File: src/mem_pkg.sv
package mem_pkg;

   localparam int ADDR_W      = 16;
   localparam int DATA_W      = 16;

   // main memory
   localparam int MEM_DEPTH   = 1024;
   localparam int MEM_AW      = $clog2(MEM_DEPTH);  // low address bits used by memory
   localparam int MEM_LAT     = 4;                  // accept to vld, in cycles
   localparam int LAT_W       = $clog2(MEM_LAT + 1);

   localparam logic [DATA_W-1:0] MEM_INIT_KEY = 16'hA5A5;

   // caches, one word per line
   localparam int CACHE_LINES = 16;
   localparam int IDX_W       = $clog2(CACHE_LINES);
   localparam int TAG_W       = ADDR_W - IDX_W;

   // requester -> memory
   typedef struct packed {
      logic              en;     // held until vld
      logic              wr;
      logic [ADDR_W-1:0] addr;
      logic [DATA_W-1:0] wdata;
   } mem_req_t;

   // memory -> requester
   typedef struct packed {
      logic              vld;    // one cycle
      logic [DATA_W-1:0] rdata;
   } mem_rsp_t;

   typedef enum logic [1:0] {
      CS_IDLE,
      CS_FILL,
      CS_WRITE
   } cache_state_e;

   typedef enum logic {
      SRC_ICACHE,
      SRC_DCACHE
   } mem_src_e;

endpackage

File: src/mem_arbiter.sv
`timescale 1ns/10ps

module mem_arbiter (
   input  logic                i_clk,
   input  logic                i_rst_n,
   input  mem_pkg::mem_req_t   i_i_req,
   input  mem_pkg::mem_req_t   i_d_req,
   output mem_pkg::mem_rsp_t   o_i_rsp,
   output mem_pkg::mem_rsp_t   o_d_rsp,
   output mem_pkg::mem_req_t   o_mem_req,
   input  mem_pkg::mem_rsp_t   i_mem_rsp
);

   mem_pkg::mem_src_e   grant;    // owner of the transfer in flight
   mem_pkg::mem_src_e   sel;
   logic                locked;

   // icache first when free, otherwise stay with the owner
   always_comb begin
      if (locked) begin
         sel = grant;
      end else if (i_i_req.en) begin
         sel = mem_pkg::SRC_ICACHE;
      end else begin
         sel = mem_pkg::SRC_DCACHE;
      end
   end

   assign o_mem_req = (sel == mem_pkg::SRC_ICACHE) ? i_i_req : i_d_req;

   // the memory is idle whenever we are unlocked, so a forwarded en is accepted
   always_ff @(posedge i_clk or negedge i_rst_n) begin
      if (!i_rst_n) begin
         locked <= 1'b0;
         grant  <= mem_pkg::SRC_ICACHE;
      end else if (!locked && o_mem_req.en) begin
         locked <= 1'b1;
         grant  <= sel;
      end else if (locked && i_mem_rsp.vld) begin
         locked <= 1'b0;
      end
   end

   // vld only goes to the owner
   assign o_i_rsp = '{vld:   i_mem_rsp.vld && locked && (grant == mem_pkg::SRC_ICACHE),
                      rdata: i_mem_rsp.rdata};
   assign o_d_rsp = '{vld:   i_mem_rsp.vld && locked && (grant == mem_pkg::SRC_DCACHE),
                      rdata: i_mem_rsp.rdata};

endmodule

File: config.mk
export PLATFORM = sky130hd
export DESIGN_NAME = mem_arbiter
export DESIGN_NICKNAME = d
export VERILOG_FILES = /design/src/mem_pkg.sv /design/src/mem_arbiter.sv
export SDC_FILE = /design/constraint.sdc
export NUM_CORES = 1
export LEC_CHECK = 0
export BUFFER_PORTS_ARGS = -buffer_cell sky130_fd_sc_hd__buf_2
export CORE_AREA = 2 2 60 62
export CTS_CLUSTER_SIZE = 16
export DETAILED_ROUTE_END_ITERATION = 8
export DIE_AREA = 0 0 62 64
export PLACE_DENSITY_LB_ADDON = 0.3
export SYNTH_ARGS = -nofsm -noshare
export SYNTH_HDL_FRONTEND = slang
export SYNTH_SLANG_ARGS = --single-unit
File: constraint.sdc
create_clock -name i_clk -period 3.02 [get_ports i_clk]
set_clock_uncertainty 0.2 [all_clocks]
set_input_delay 0 -clock i_clk [delete_from_list [all_inputs] [get_ports i_clk]]
set_output_delay 0 -clock i_clk [all_outputs]
set_load 0.1 [all_outputs]
==> qor.txt <==
first-pass GRT wire length - 4420 um
hold path start - i_d_req[33]
DRT Wirelength - 3340 um
CP endpoint kind - output port
Layout area overhead - 93.8%
Unique masters post-synth - 14
status - completed
dpl cells - 200
initial DRC count - 33
average cell area after synthesis - 11.2 um2
critical path's largest stage delay - 0.70 ns
via count - 1,000
largest net degree at the start of global routing - 23
fin area - 1770 um2
WHS Path Cells - 4
worst r2r dst - grant
CTS buffer count - 3
IO Pins - 155
final slew viol count - 0
CTS clk-pin slew, worst paths - 0.03 ns
Remaining Overflow, GRT - 0
CTS tree - built
DP HPWL - 2570 um
later-pin clock latency in the skew report - 0.23 ns
Synth Net Count - 169
initial antenna violation count - 0
#FFs+latches synth - 2
max frequency - 381 MHz
Die ar. - 3970 um2
most used cells in the layout excluding fill and tap cells - buf_2, mux2_4, dlygate4sd3_1
Top Family by Delay on Critical Path - buffers and inverters
CTS HTree Levels - 1
xor and xnor area share after synthesis - 0
arrival time worst endpoint - 2.42 ns
Finished Core Util - 0.540
post-route setup TNS - 0 ns
Crit path buffers/inverters - 3
crit start category - flip-flop
vias in the first global route - 1,010
most common cell after layout, fill and taps aside - buf_2
hold path endpoint - o_mem_req[33]
GP Congestion - 0.676
setup bufs post-CTS - 0
Worst-Margin Slew - 0.897 ns
Tot Pwr - 1.22 mW
TritonRoute pass-1 iters - 4
Setup CP Type - reg2out
Mapped Area - 915 um2
die height - 64 um
core area - 3280 um2
Worst Path Max Fanout - 22
endpoints failing hold - 0
power density cells - 688 nW/um2
RSZ-0062 raised after global routing - false
period utilization - 0.868
reg2reg path depth - 4
max cap viols - 0
simple-gate share of the synthesized area - 0.0301
Slew headroom - 0.400
multiplexer area fraction after synthesis - 0.540
non-filler cells, final - 241
Worst Path Required - 2.82 ns
row cnt - 21
port bufs - 106
Peak supply drop - 0.297 mV
root buf cell - clkbuf_4
main combinational cell family by area after synthesis - multiplexers
Post-CTS Resized - 0
# DRC - 0
synth warn - 0
total track usage - 0.147
Routed Antenna Nets - 0
Final Setup Violations - 0
initial core utilization - 0.278
sequential-to-total area share from yosys stat - 0.0547
Hold Path Class - in2out
fin nets - 284
min Tclk post-route - 2.62 ns
average wire per standard cell - 13.9 um
clk sink count - 2
P_leak - 0.995 nW
Ant. Diodes - 0
RR Startpoint - locked
clock tree buffer depth - 2
post-placement cell area - 1210 um2
slowest cell on the critical path - o21ai_4
CTS Hold Bufs - 38
die width - 62 um
R2R setup slack - 1.46 ns
layout cells sized above 1 - 0.836
post-synthesis compound-gate area fraction - 0.0424
vias per cell - 4.15
Post-Syn Instances - 82
area share of fa/ha/maj cells after synthesis - 0
critical path cell sequence - inv_2 > o21ai_4 > buf_4 > mux2_4 > buf_2
[worst register-to-register path, stage by stage, from the launching register on]
cell and delay, ns:
dfrtp_1 0.40, inv_2 0.08, a21oi_1 0.13, a21oi_1 0.05
dlygate4sd3_1 0.56
[logic make-up after synthesis]
family,count (synthesis)
buffers and inverters,36
muxes,34
AOI/OAI and AO/OA,5
and+or+nand+nor,5
DFF,2
[flip-flops by register name, summed over array words and instances (netlist names)]
register / flops
locked: 1
grant: 1
[worst max-delay path by stage]
stage	startpoint	end	slack, ns	cells after the start
6_report	locked	o_mem_req[30]	0.40	5
5_1_grt	locked	o_mem_req[32]	0.26	5
4_1_cts	grant	o_mem_req[30]	0.37	4
3_5_place_dp	grant	o_mem_req[30]	0.62	4
3_3_place_gp	grant	o_mem_req[18]	0.69	4
2_1_floorplan	grant	o_mem_req[33]	0.77	2
[area by class of cell]
cell class                      instances  area (um2)
Sequential cell                         2        50.0
Timing Repair Buffer                  145        1080
Inverter                                1        3.75
Fill cell                             284        1510
Multi-Input combinational cell         44         561
Clock buffer                            3        22.5
Tap cell                               46        57.6
[layer usage]
metal	vias up	share of wire	GRT usage
met2	83	0.54	0.285
met5	-	0	0
li1	477	-	-
met3	4	0.14	0.0607
met4	0	0.0096	0.0479
met1	436	0.31	0.125
[cell usage after synthesis, drive strengths merged]
cell type,instances,area share
inv,1,0.0041
dfrtp,2,0.055
nand2b,1,0.0096
a21oi,3,0.016
buf,35,0.33
and3,1,0.0082
nand2,1,0.0041
mux2,33,0.53
o21ai,1,0.018
a21boi,1,0.0082
nor2,2,0.0082
mux2i,1,0.011
[report_power, final]
| group | switching, mW | internal, mW |
|---|---|---|
| clock network | 0.0193 | 0.0442 |
| logic | 0.842 | 0.275 |
| registers | 0.00736 | 0.0313 |
| total | 0.869 | 0.350 |
[per-stage QoR]
| step | setup slack (ns) | hold slack [ns] |
|---|---|---|
| finish | 0.398 | 0.375 |
| detailed placement | 0.617 | -0.411 |
| floorplan | 0.768 | -0.496 |
| global route | 0.262 | 0.419 |
| global placement | 0.689 | -0.413 |
| CTS | 0.375 | 0.376 |
Note: power is estimated with default switching activity, not from simulation.
