==> src/mem_pkg.sv <==
package mem_pkg;

   localparam int ADDR_W      = 16;
   localparam int DATA_W      = 16;

   // main memory
   localparam int MEM_DEPTH   = 1024;
   localparam int MEM_AW      = $clog2(MEM_DEPTH);  // low address bits used by memory
   localparam int MEM_LAT     = 4;                  // accept to vld, in cycles
   localparam int LAT_W       = $clog2(MEM_LAT + 1);

   localparam logic [DATA_W-1:0] MEM_INIT_KEY = 16'hA5A5;

   // caches, one word per line
   localparam int CACHE_LINES = 16;
   localparam int IDX_W       = $clog2(CACHE_LINES);
   localparam int TAG_W       = ADDR_W - IDX_W;

   // requester -> memory
   typedef struct packed {
      logic              en;     // held until vld
      logic              wr;
      logic [ADDR_W-1:0] addr;
      logic [DATA_W-1:0] wdata;
   } mem_req_t;

   // memory -> requester
   typedef struct packed {
      logic              vld;    // one cycle
      logic [DATA_W-1:0] rdata;
   } mem_rsp_t;

   typedef enum logic [1:0] {
      CS_IDLE,
      CS_FILL,
      CS_WRITE
   } cache_state_e;

   typedef enum logic {
      SRC_ICACHE,
      SRC_DCACHE
   } mem_src_e;

endpackage

==> src/icache.sv <==
`timescale 1ns/10ps

module icache (
   input  logic                          i_clk,
   input  logic                          i_rst_n,
   input  logic [mem_pkg::ADDR_W-1:0]    i_addr,
   output logic [mem_pkg::DATA_W-1:0]    o_instr,
   output logic                          o_busy,
   output mem_pkg::mem_req_t             o_mem_req,
   input  mem_pkg::mem_rsp_t             i_mem_rsp
);

   // line storage
   logic [mem_pkg::DATA_W-1:0]      data_arr [mem_pkg::CACHE_LINES];
   logic [mem_pkg::TAG_W-1:0]       tag_arr  [mem_pkg::CACHE_LINES];
   logic [mem_pkg::CACHE_LINES-1:0] valid;

   mem_pkg::cache_state_e           state;

   logic                            req_en;
   logic [mem_pkg::ADDR_W-1:0]      req_addr;    // address of the outstanding fill

   logic [mem_pkg::IDX_W-1:0]       idx;
   logic [mem_pkg::TAG_W-1:0]       tag;
   logic [mem_pkg::IDX_W-1:0]       fill_idx;
   logic [mem_pkg::TAG_W-1:0]       fill_tag;
   logic                            hit;
   logic                            miss_start;
   logic                            fill_done;

   // lookup on the live address
   assign idx      = i_addr[mem_pkg::IDX_W-1:0];
   assign tag      = i_addr[mem_pkg::ADDR_W-1:mem_pkg::IDX_W];
   assign hit      = valid[idx] && (tag_arr[idx] == tag);

   assign fill_idx = req_addr[mem_pkg::IDX_W-1:0];
   assign fill_tag = req_addr[mem_pkg::ADDR_W-1:mem_pkg::IDX_W];

   assign miss_start = (state == mem_pkg::CS_IDLE) && !hit;
   assign fill_done  = (state == mem_pkg::CS_FILL) && i_mem_rsp.vld;

   assign o_instr = data_arr[idx];
   assign o_busy  = !hit || (state != mem_pkg::CS_IDLE);

   // read only, so wr and wdata stay zero
   assign o_mem_req = '{en: req_en, wr: 1'b0, addr: req_addr, wdata: '0};

   always_ff @(posedge i_clk or negedge i_rst_n) begin
      if (!i_rst_n) begin
         state  <= mem_pkg::CS_IDLE;
         req_en <= 1'b0;
         valid  <= '0;
      end else begin
         case (state)
            mem_pkg::CS_IDLE: begin
               if (miss_start) begin
                  state  <= mem_pkg::CS_FILL;
                  req_en <= 1'b1;
               end
            end
            mem_pkg::CS_FILL: begin
               if (fill_done) begin
                  state           <= mem_pkg::CS_IDLE;
                  req_en          <= 1'b0;     // low the cycle after vld
                  valid[fill_idx] <= 1'b1;
               end
            end
            default: state <= mem_pkg::CS_IDLE;
         endcase
      end
   end

   always_ff @(posedge i_clk) begin
      if (miss_start) begin
         req_addr <= i_addr;
      end
      if (fill_done) begin
         data_arr[fill_idx] <= i_mem_rsp.rdata;
         tag_arr[fill_idx]  <= fill_tag;
      end
   end

endmodule

==> config.mk <==
export PLATFORM = sky130hd
export DESIGN_NAME = icache
export DESIGN_NICKNAME = d
export VERILOG_FILES = /design/src/mem_pkg.sv /design/src/icache.sv
export SDC_FILE = /design/constraint.sdc
export NUM_CORES = 1
export LEC_CHECK = 0
export ABC_AREA = 1
export CORE_MARGIN = 1.5
export CORE_UTILIZATION = 50
export CTS_BUF_LIST = sky130_fd_sc_hd__clkbuf_8 sky130_fd_sc_hd__clkbuf_16
export CTS_CLUSTER_DIAMETER = 200
export DETAILED_ROUTE_END_ITERATION = 10
export DONT_BUFFER_PORTS = 1
export PLACE_DENSITY = 0.74
export SLEW_MARGIN = 20
export SYNTH_ARGS = -nofsm -noshare
export SYNTH_HDL_FRONTEND = slang
export SYNTH_SLANG_ARGS = --single-unit
==> constraint.sdc <==
create_clock -name i_clk -period 3.48 [get_ports i_clk]
set_clock_uncertainty 0.2 [all_clocks]
set_input_delay 0.174 -clock i_clk [delete_from_list [all_inputs] [get_ports i_clk]]
set_output_delay 0.174 -clock i_clk [all_outputs]
set_load 0.01 [all_outputs]
==> results.json <==
{
  "status": "complete, no violations",
  "reg2reg_to": "tag_arr[8][9]$_DFFE_PP_",
  "finalSetupViolations": 0,
  "fp.coreArea_um2": 38650,
  "ys_seq_area_frac": 0.7322,
  "syn_avg_cell_area_um2": 12.17,
  "htree_levels": 2,
  "synth_edf_count": 464,
  "hpwlAfterDp_mm": 23.82,
  "overflow": 0,
  "synth-main-ff-cell": "edfxtp_1",
  "synth_top_family_by_area": "simple AND/OR/NAND/NOR gates",
  "nets": 1660,
  "fin_tns_setup_ps": 0,
  "power_density_nw_per_um2": 609.6,
  "cp.required_ps": 3110,
  "r2r_cells": 5,
  "numCtsBuffers": 47,
  "routed_wl_mm": 47.90,
  "drive_gt1_frac": 0.07577,
  "synthAdderAreaFrac": 0,
  "port_buffers": 0,
  "peakVddDrop_mv": 0.4924,
  "dieHeight_um": 201.0,
  "start_kind": "input port",
  "fin_crit_sh": 0.7639,
  "whs_endpoint": "state[0]$_DFFE_PN0P_",
  "grt_pass1_wl_mm": 72.61,
  "gp_congestion": 0.8090,
  "drtAntennaViolNets": 0,
  "clock-sinks": 481,
  "reg2reg_from": "state[0]$_DFFE_PN0P_",
  "syn_to_final_growth_pct": 12.21,
  "synth_compound_area_frac": 0.07797,
  "leakagePower_uw": 0.007946,
  "ys_ff_latch": 481,
  "reg2reg_setup_slack_ps": 940,
  "drt_iter0_markers": 1545,
  "async_flop_share": 0.03534,
  "detail_route.drc_violations": 0,
  "firstDrtPassIters": 5,
  "fmax_mhz": 376.2,
  "die_x_um": 201.0,
  "min_path_type": "in2reg",
  "antenna_found_initial": 1,
  "hp-start": "i_addr[3]",
  "yosysWarnings": 0,
  "via_count": 12651,
  "crit_fanout": 245,
  "synth_xor_area_frac": 0,
  "rows": 72,
  "ys_types": 23,
  "cp-end-kind": "output pin",
  "clk_path_buf_depth": 3,
  "first_global_vias": 12413,
  "vias_per_cell": 5.798,
  "start_util": 0.5074,
  "synth_mux_area_frac": 0,
  "min_path_cells": 9,
  "critPathKind": "in2out",
  "grt.total_usage": 0.2361,
  "fp.dieArea_um2": 40420,
  "rsz0062_at_grt": "no",
  "max-slew-margin-rel": 0.4346,
  "fin_util": 0.5694,
  "clk_latency_ps": 570,
  "cts_tree": "built",
  "maxCapViolations": 0,
  "synth-simple-area-share": 0.1356,
  "finalMaxSlewViolations": 0,
  "root_buffer": "clkbuf_16",
  "synth_area_um2": 19610,
  "tightest_slew_ps": 846.8,
  "clk_pin_slew_ps": 60,
  "hold_viol_final": 0,
  "post_drt_wl_per_cell_um": 21.95,
  "fin_crit_ps": 2658,
  "synth_cells": 1611,
  "io_pins": 86,
  "grt_start_max_net_pins": 246,
  "crit_arrival_ps": 2280
}
## sequential cells by signal (all words and copies together) (netlist names)
signal	count
data_arr	256
tag_arr	192
req_addr	16
valid	16
state	1
## worst max path at each step
stage                            startpoint                        end  slack [ps]  cells after the start
floorplan             req_addr[0]$_DFFE_PP_  data_arr[10][0]$_DFFE_PP_         920                      3
CTS                 tag_arr[0][8]$_DFFE_PP_                     o_busy         910                     11
finish                            i_addr[0]                o_instr[13]         820                      6
global placement                  i_addr[0]      req_addr[0]$_DFFE_PP_         880                     16
detailed placement                i_addr[0]      req_addr[0]$_DFFE_PP_         840                     14
global route        tag_arr[0][8]$_DFFE_PP_                     o_busy         760                     11
## Yosys cell counts, types with 4 or more instances
| cell type | n | area (um2) |
|---|---|---|
| dfrtp_1 | 17 | 425.4 |
| o21ai_1 | 7 | 35.03 |
| buf_2 | 36 | 180.2 |
| clkbuf_1 | 42 | 157.7 |
| o21ai_0 | 145 | 725.7 |
| a21oi_1 | 7 | 35.03 |
| inv_1 | 113 | 424.2 |
| nand2_1 | 303 | 1137 |
| o211ai_1 | 30 | 225.2 |
| nand3_1 | 148 | 740.7 |
| nor2_1 | 181 | 679.4 |
| o221ai_1 | 43 | 376.6 |
| edfxtp_1 | 464 | 13930 |
| buf_4 | 21 | 157.7 |
| buf_6 | 10 | 112.6 |
| or2_2 | 12 | 75.07 |
| o22ai_1 | 21 | 131.4 |
| buf_1 | 4 | 15.01 |
## cells by family after synthesis
group,Yosys count
flops,481
buf+inv,228
simple gates,648
other cells,1
compound gates,253
## cells in the final DEF (no fill, tap or decap), types with 16 or more instances in the layout
cell type | Yosys | routed
buf_4 | 21 | 23
clkbuf_16 | 0 | 48
conb_1 | 1 | 17
dfrtp_1 | 17 | 17
dlygate4sd3_1 | 0 | 35
edfxtp_1 | 464 | 464
inv_1 | 113 | 123
nand2_1 | 303 | 303
nand3_1 | 148 | 148
nor2_1 | 181 | 165
nor2_4 | 0 | 16
o211ai_1 | 30 | 30
o21ai_0 | 145 | 145
o221ai_1 | 43 | 43
o22ai_1 | 21 | 21
## worst max-delay path, stage by stage
cell,delay [ps]
inv_6,560
buf_4,620
o21ai_0,170
o221ai_1,220
o211ai_1,190
nand2_1,200
## what timing repair did
item | CTS | global route
setup buffers | 0 | 0
endpoints found under the hold margin | 292 | 0
gates resized for setup | 0 | 0
hold buffers | 35 | 0
## final cells by class
type,count,area (um2)
multi-input cells,918,4372
clock inverters,38,366.6
inverters,115,439.2
diodes,1,2.502
well taps,518,648.1
repair buffers,62,603.1
fillers,3015,16640
flip-flops and latches,481,14360
clock buffers,49,1215
## stage by stage
step	std cells	instance area (um2)	total power, uW	hold slack [ps]	setup slack, ps
detailed placement	2059	20070	8271	-320.5	836.2
global placement	2059	20070	8231	-320.5	875.1
floorplan	1627	19670	7901	-321.6	917.4
global route	2182	22000	13840	53.17	757.2
CTS	2181	22000	13460	6.375	906.5
finish	2182	22000	13410	29.16	821.8
## metal layers
layer,vias up,wire length [um],track usage
li1,5700,-,-
met1,6213,19230,0.3262
met2,636,22730,0.3779
met3,102,4562,0.04432
met4,0,1369,0.08190
met5,-,0,0
## power breakdown
group	switching [uW]	internal [uW]
sequential	322	6890
clock	2120	3050
combinational	729	299
(Power assumes the default switching activity.)
