<file path="src/mem_pkg.sv">
package mem_pkg;

   localparam int ADDR_W      = 16;
   localparam int DATA_W      = 16;

   // main memory
   localparam int MEM_DEPTH   = 1024;
   localparam int MEM_AW      = $clog2(MEM_DEPTH);  // low address bits used by memory
   localparam int MEM_LAT     = 4;                  // accept to vld, in cycles
   localparam int LAT_W       = $clog2(MEM_LAT + 1);

   localparam logic [DATA_W-1:0] MEM_INIT_KEY = 16'hA5A5;

   // caches, one word per line
   localparam int CACHE_LINES = 16;
   localparam int IDX_W       = $clog2(CACHE_LINES);
   localparam int TAG_W       = ADDR_W - IDX_W;

   // requester -> memory
   typedef struct packed {
      logic              en;     // held until vld
      logic              wr;
      logic [ADDR_W-1:0] addr;
      logic [DATA_W-1:0] wdata;
   } mem_req_t;

   // memory -> requester
   typedef struct packed {
      logic              vld;    // one cycle
      logic [DATA_W-1:0] rdata;
   } mem_rsp_t;

   typedef enum logic [1:0] {
      CS_IDLE,
      CS_FILL,
      CS_WRITE
   } cache_state_e;

   typedef enum logic {
      SRC_ICACHE,
      SRC_DCACHE
   } mem_src_e;

endpackage

</file>
<file path="src/dcache.sv">
`timescale 1ns/10ps

module dcache (
   input  logic                          i_clk,
   input  logic                          i_rst_n,
   input  logic [mem_pkg::ADDR_W-1:0]    i_addr,
   input  logic [mem_pkg::DATA_W-1:0]    i_wdata,
   input  logic                          i_mem_en,
   input  logic                          i_wrt_en,
   output logic [mem_pkg::DATA_W-1:0]    o_rdata,
   output logic                          o_busy,
   output mem_pkg::mem_req_t             o_mem_req,
   input  mem_pkg::mem_rsp_t             i_mem_rsp
);

   logic [mem_pkg::DATA_W-1:0]      data_arr [mem_pkg::CACHE_LINES];
   logic [mem_pkg::TAG_W-1:0]       tag_arr  [mem_pkg::CACHE_LINES];
   logic [mem_pkg::CACHE_LINES-1:0] valid;

   mem_pkg::cache_state_e           state;

   // outstanding memory transfer
   logic                            req_en;
   logic                            req_wr;
   logic [mem_pkg::ADDR_W-1:0]      req_addr;
   logic [mem_pkg::DATA_W-1:0]      req_wdata;

   logic                            wr_done;     // write finished, waiting for wrt_en to drop

   logic [mem_pkg::IDX_W-1:0]       idx;
   logic [mem_pkg::TAG_W-1:0]       tag;
   logic [mem_pkg::IDX_W-1:0]       line_idx;
   logic [mem_pkg::TAG_W-1:0]       line_tag;
   logic [mem_pkg::DATA_W-1:0]      line_data;
   logic                            hit;
   logic                            rd_miss;
   logic                            wr_start;
   logic                            issue;
   logic                            xfer_done;

   assign idx = i_addr[mem_pkg::IDX_W-1:0];
   assign tag = i_addr[mem_pkg::ADDR_W-1:mem_pkg::IDX_W];
   assign hit = valid[idx] && (tag_arr[idx] == tag);

   assign rd_miss  = i_mem_en && !i_wrt_en && !hit;
   assign wr_start = i_wrt_en && !wr_done;
   assign issue    = (state == mem_pkg::CS_IDLE) && (wr_start || rd_miss);
   assign xfer_done = (state != mem_pkg::CS_IDLE) && i_mem_rsp.vld;

   // line update uses the captured request, not the live inputs
   assign line_idx  = req_addr[mem_pkg::IDX_W-1:0];
   assign line_tag  = req_addr[mem_pkg::ADDR_W-1:mem_pkg::IDX_W];
   assign line_data = (state == mem_pkg::CS_WRITE) ? req_wdata : i_mem_rsp.rdata;

   assign o_rdata   = data_arr[idx];
   assign o_busy    = (state != mem_pkg::CS_IDLE) || rd_miss || wr_start;
   assign o_mem_req = '{en: req_en, wr: req_wr, addr: req_addr, wdata: req_wdata};

   always_ff @(posedge i_clk or negedge i_rst_n) begin
      if (!i_rst_n) begin
         state   <= mem_pkg::CS_IDLE;
         req_en  <= 1'b0;
         wr_done <= 1'b0;
         valid   <= '0;
      end else begin
         if (!i_wrt_en) begin
            wr_done <= 1'b0;
         end
         case (state)
            mem_pkg::CS_IDLE: begin
               if (wr_start) begin                  // writes win over read misses
                  state  <= mem_pkg::CS_WRITE;
                  req_en <= 1'b1;
               end else if (rd_miss) begin
                  state  <= mem_pkg::CS_FILL;
                  req_en <= 1'b1;
               end
            end
            mem_pkg::CS_FILL, mem_pkg::CS_WRITE: begin
               if (xfer_done) begin
                  state           <= mem_pkg::CS_IDLE;
                  req_en          <= 1'b0;
                  valid[line_idx] <= 1'b1;         // write allocates too
                  if (state == mem_pkg::CS_WRITE) begin
                     wr_done <= 1'b1;
                  end
               end
            end
            default: state <= mem_pkg::CS_IDLE;
         endcase
      end
   end

   always_ff @(posedge i_clk) begin
      if (issue) begin
         req_wr    <= wr_start;
         req_addr  <= i_addr;
         req_wdata <= i_wdata;
      end
      if (xfer_done) begin
         data_arr[line_idx] <= line_data;
         tag_arr[line_idx]  <= line_tag;
      end
   end

endmodule

</file>
<file path="config.mk">
export PLATFORM = sky130hd
export DESIGN_NAME = dcache
export DESIGN_NICKNAME = d
export VERILOG_FILES = /design/src/mem_pkg.sv /design/src/dcache.sv
export SDC_FILE = /design/constraint.sdc
export NUM_CORES = 1
export LEC_CHECK = 0
export CAP_MARGIN = 20
export CELL_PAD_IN_SITES_DETAIL_PLACEMENT = 0
export CELL_PAD_IN_SITES_GLOBAL_PLACEMENT = 2
export CORE_ASPECT_RATIO = 0.8
export CORE_UTILIZATION = 40
export DETAILED_ROUTE_END_ITERATION = 8
export DONT_BUFFER_PORTS = 1
export MAX_ROUTING_LAYER = met4
export PLACE_DENSITY = 0.68
export SYNTH_ARGS = -nofsm -noshare
export SYNTH_HDL_FRONTEND = slang
export SYNTH_SLANG_ARGS = --single-unit
</file>
<file path="constraint.sdc">
create_clock -name i_clk -period 5.55 [get_ports i_clk]
set_input_delay 0 -clock i_clk [delete_from_list [all_inputs] [get_ports i_clk]]
set_output_delay 0 -clock i_clk [all_outputs]
set_load 0.05 [all_outputs]
</file>
==> impl_metrics.yaml <==
drt:
  drt-pass1-iter-count: 5
  wire_per_inst_um: 27.4
  ant_nets: 0
  routed_wl_um: 44700
  first_iter_violations: 895
  vias: 8968
  drc: 0
  via_per_inst: 5.50
critical_path:
  rrSetupSlack_ns: 2.17
  crit_path_start: "tag_arr[11][8]"
  critPathKind: "flip-flop to flip-flop"
  worstPathCellList: "mux4_1, mux4_2, xor2_1, nor4_1, a311o_2, a21boi_4, buf_4"
  r2r-end: "req_addr[10]"
  crit_slowest_cell: "mux4_1"
  cp.arrival_ns: 3.60
  endpoint: "req_addr[10]"
  endpoint_kind: "flip-flop"
  critPathMaxFanout: 21
  r2r_start: "tag_arr[11][8]"
  worst-r2r-cell-count: 7
  critPathRequiredTime_ns: 5.77
  max_stage_delay_ns: 0.52
  start_kind: "flip-flop"
yosys:
  ys_top_cells_by_area: "edfxtp_1 74%, mux4_2 11%, dfrtp_1 2.6%"
  yosys-top-cells-count: "481 x edfxtp_1, 97 x mux4_2, 38 x mux2_2"
  postSynthAreaPerCell_um2: 22.2
  synth-compound-area-share_pct: 2.20
  yosysTopAreaCell: "edfxtp_1"
  synth_cell_types: 49
  synth_top_family_by_area: "multiplexers"
  synth_top_area_share_pct: 73.8
  synth_nets: 935
  synth_seq_cells: 501
  yosys_warnings: 0
  syn_area_um2: 19600
  synth-simple-area-share_pct: 1.47
  synthFlopType: "edfxtp_1"
  async_reset_ff_share_pct: 3.99
  synthMuxAreaShare_pct: 16.8
  synth-xor-area-share_pct: 1.16
  synth_edf_count: 481
  yosys.area_share.adder_pct: 0.128
  synth_cells: 880
  ys_seq_area_share_pct: 76.3
  synth.most_common_cell: "edfxtp_1"
clocking:
  cts_sinks: 501
  clk_latency_ns: 0.59
  cts_tree: "done"
  postCtsHoldBufs: 55
  numCtsBuffers: 50
  cts_htree_levels: 2
  clk_pin_slew_ns: 0.06
  cts_setup_buffers: 0
  root_buffer: "clkbuf_16"
  cts_resized: 0
  clockBufferDepth: 3
sta:
  period_minus_slack_ns: 3.38
  tns_ns: 0
  max_freq_mhz: 296
  slew_headroom_pct: 27.9
  fin_skew_ns: 0.0290
  tightest_slew_ns: 1.08
  whs_ns: 0.0138
  drv_slew: 0
  timing.final.crit_share_pct: 60.9
  finalHoldViolations: 0
  finalSetupViolCount: 0
  rsz0062_at_grt: "false"
run_status:
  run_status: "completed"
die:
  rows: 72
  die-area_um2: 49800
  start_util_pct: 40.5
  coreArea_um2: 48300
  die_x_um: 249
  io_pins: 104
  die_h_um: 200
final_layout:
  areaGrowthSynthToFinish_pct: 14.4
  drive_gt1_share_pct: 24.8
  fin_cells: 1630
  nNetsFinal: 1018
  stdcell_area_um2: 22400
global_route:
  grt_pass1_vias: 9170
  grt_max_degree: 97
  antenna_found_initial: 1
  grt_pass1_wl_um: 64500
  gr-usage-all-layers_pct: 18.7
  overflow: 0
power:
  power.total_mw: 9.15
  cellLeakagePower_nw: 7.18
  ir_worst_vdd_uv: 219
  cellPowerDensity_nw_per_um2: 409
place:
  gp_congestion: 0.741
  place_area_um2: 20300
  place_inst: 1485
  dpl.hpwl_um: 23400
  portBuffers: 0
min_path:
  hp-class: "primary input to async pin"
job:
  drv_cap: 0
-- cell usage in the layout, fill, tap and decap left out, types with 6 or more instances in the layout --
master	netlist	final
dlygate4sd3_1	0	55
a221oi_1	10	10
xor2_1	9	9
a21o_1	7	7
clkbuf_16	0	51
clkinv_2	0	12
mux2i_1	37	37
nand2_1	8	8
o21bai_1	8	8
nor2_4	0	16
o21ai_0	7	7
xnor2_1	17	17
clkbuf_1	15	15
mux4_2	97	97
nand2b_1	6	6
inv_1	6	6
buf_4	3	20
dfrtp_1	20	20
o22ai_1	11	11
mux2_2	38	38
mux4_1	12	12
edfxtp_1	481	481
-- registers in the layout, indices dropped and copies added, names as in the netlist --
signal and flops:
data_arr 256, tag_arr 192, req_addr 16, req_wdata 16
valid 16, state 2, req_en 1, req_wr 1
wr_done 1
-- per-layer routing --
layer / up-vias / GRT usage [%] / share of wire (%)
met5: - / - / 0
met4: 0 / 5.35 / 1.8
met3: 62 / 3.38 / 5.2
met2: 231 / 30.0 / 49
met1: 4820 / 24.8 / 44
li1: 3855 / - / -
-- stage by stage --
step	utilization, %	setup slack (ns)
after floorplan	-	1.58
after global placement	42.1	2.17
after detailed placement	42.1	2.13
after CTS	46.4	2.13
after global routing	46.4	2.01
final	46.4	2.17
-- power breakdown --
part	switching (mW)	total [mW]	internal, mW
sequential	0.434	5.07	4.63
combinational	0.559	0.871	0.312
clock	1.37	3.21	1.84
-- kinds of logic after synthesis --
family | count (synthesis)
muxes | 184
DFF | 501
adders and majority gates | 2
xor gates and xnor gates | 26
and+or+nand+nor | 58
AOI/OAI and AO/OA | 59
buffers and inverters | 50
-- how the worst min path moves through the flow --
stage	startpoint	endpoint	slack (ns)	cells after the start
final	i_rst_n	valid[12]	0.01	1
after global routing	i_wdata[2]	req_wdata[2]	0.02	1
after CTS	i_wdata[2]	req_wdata[2]	0.0006	1
after detailed placement	i_rst_n	state[0]	-0.29	0
after global placement	i_rst_n	state[0]	-0.29	0
after floorplan	i_rst_n	req_en	-0.30	0
-- critical path: cells and delay by family (launching register included) --
family | cells | cell delay [ns]
AOI/OAI and AO/OA | 2 | 0.93
and+or+nand+nor | 1 | 0.09
muxes | 2 | 1.00
xor gates and xnor gates | 1 | 0.20
buffers and inverters | 1 | 0.46
DFF | 1 | 0.34
-- final cells by class --
class,instances,area [µm²]
antenna,1,2.50
sequential,501,14900
multi-input combinational,329,4400
clock buffer,67,1350
clock inverter,22,184
tap,629,787
timing repair buffer,75,701
fill,4039,25900
inverter,6,22.5
(Power assumes the default switching activity.)
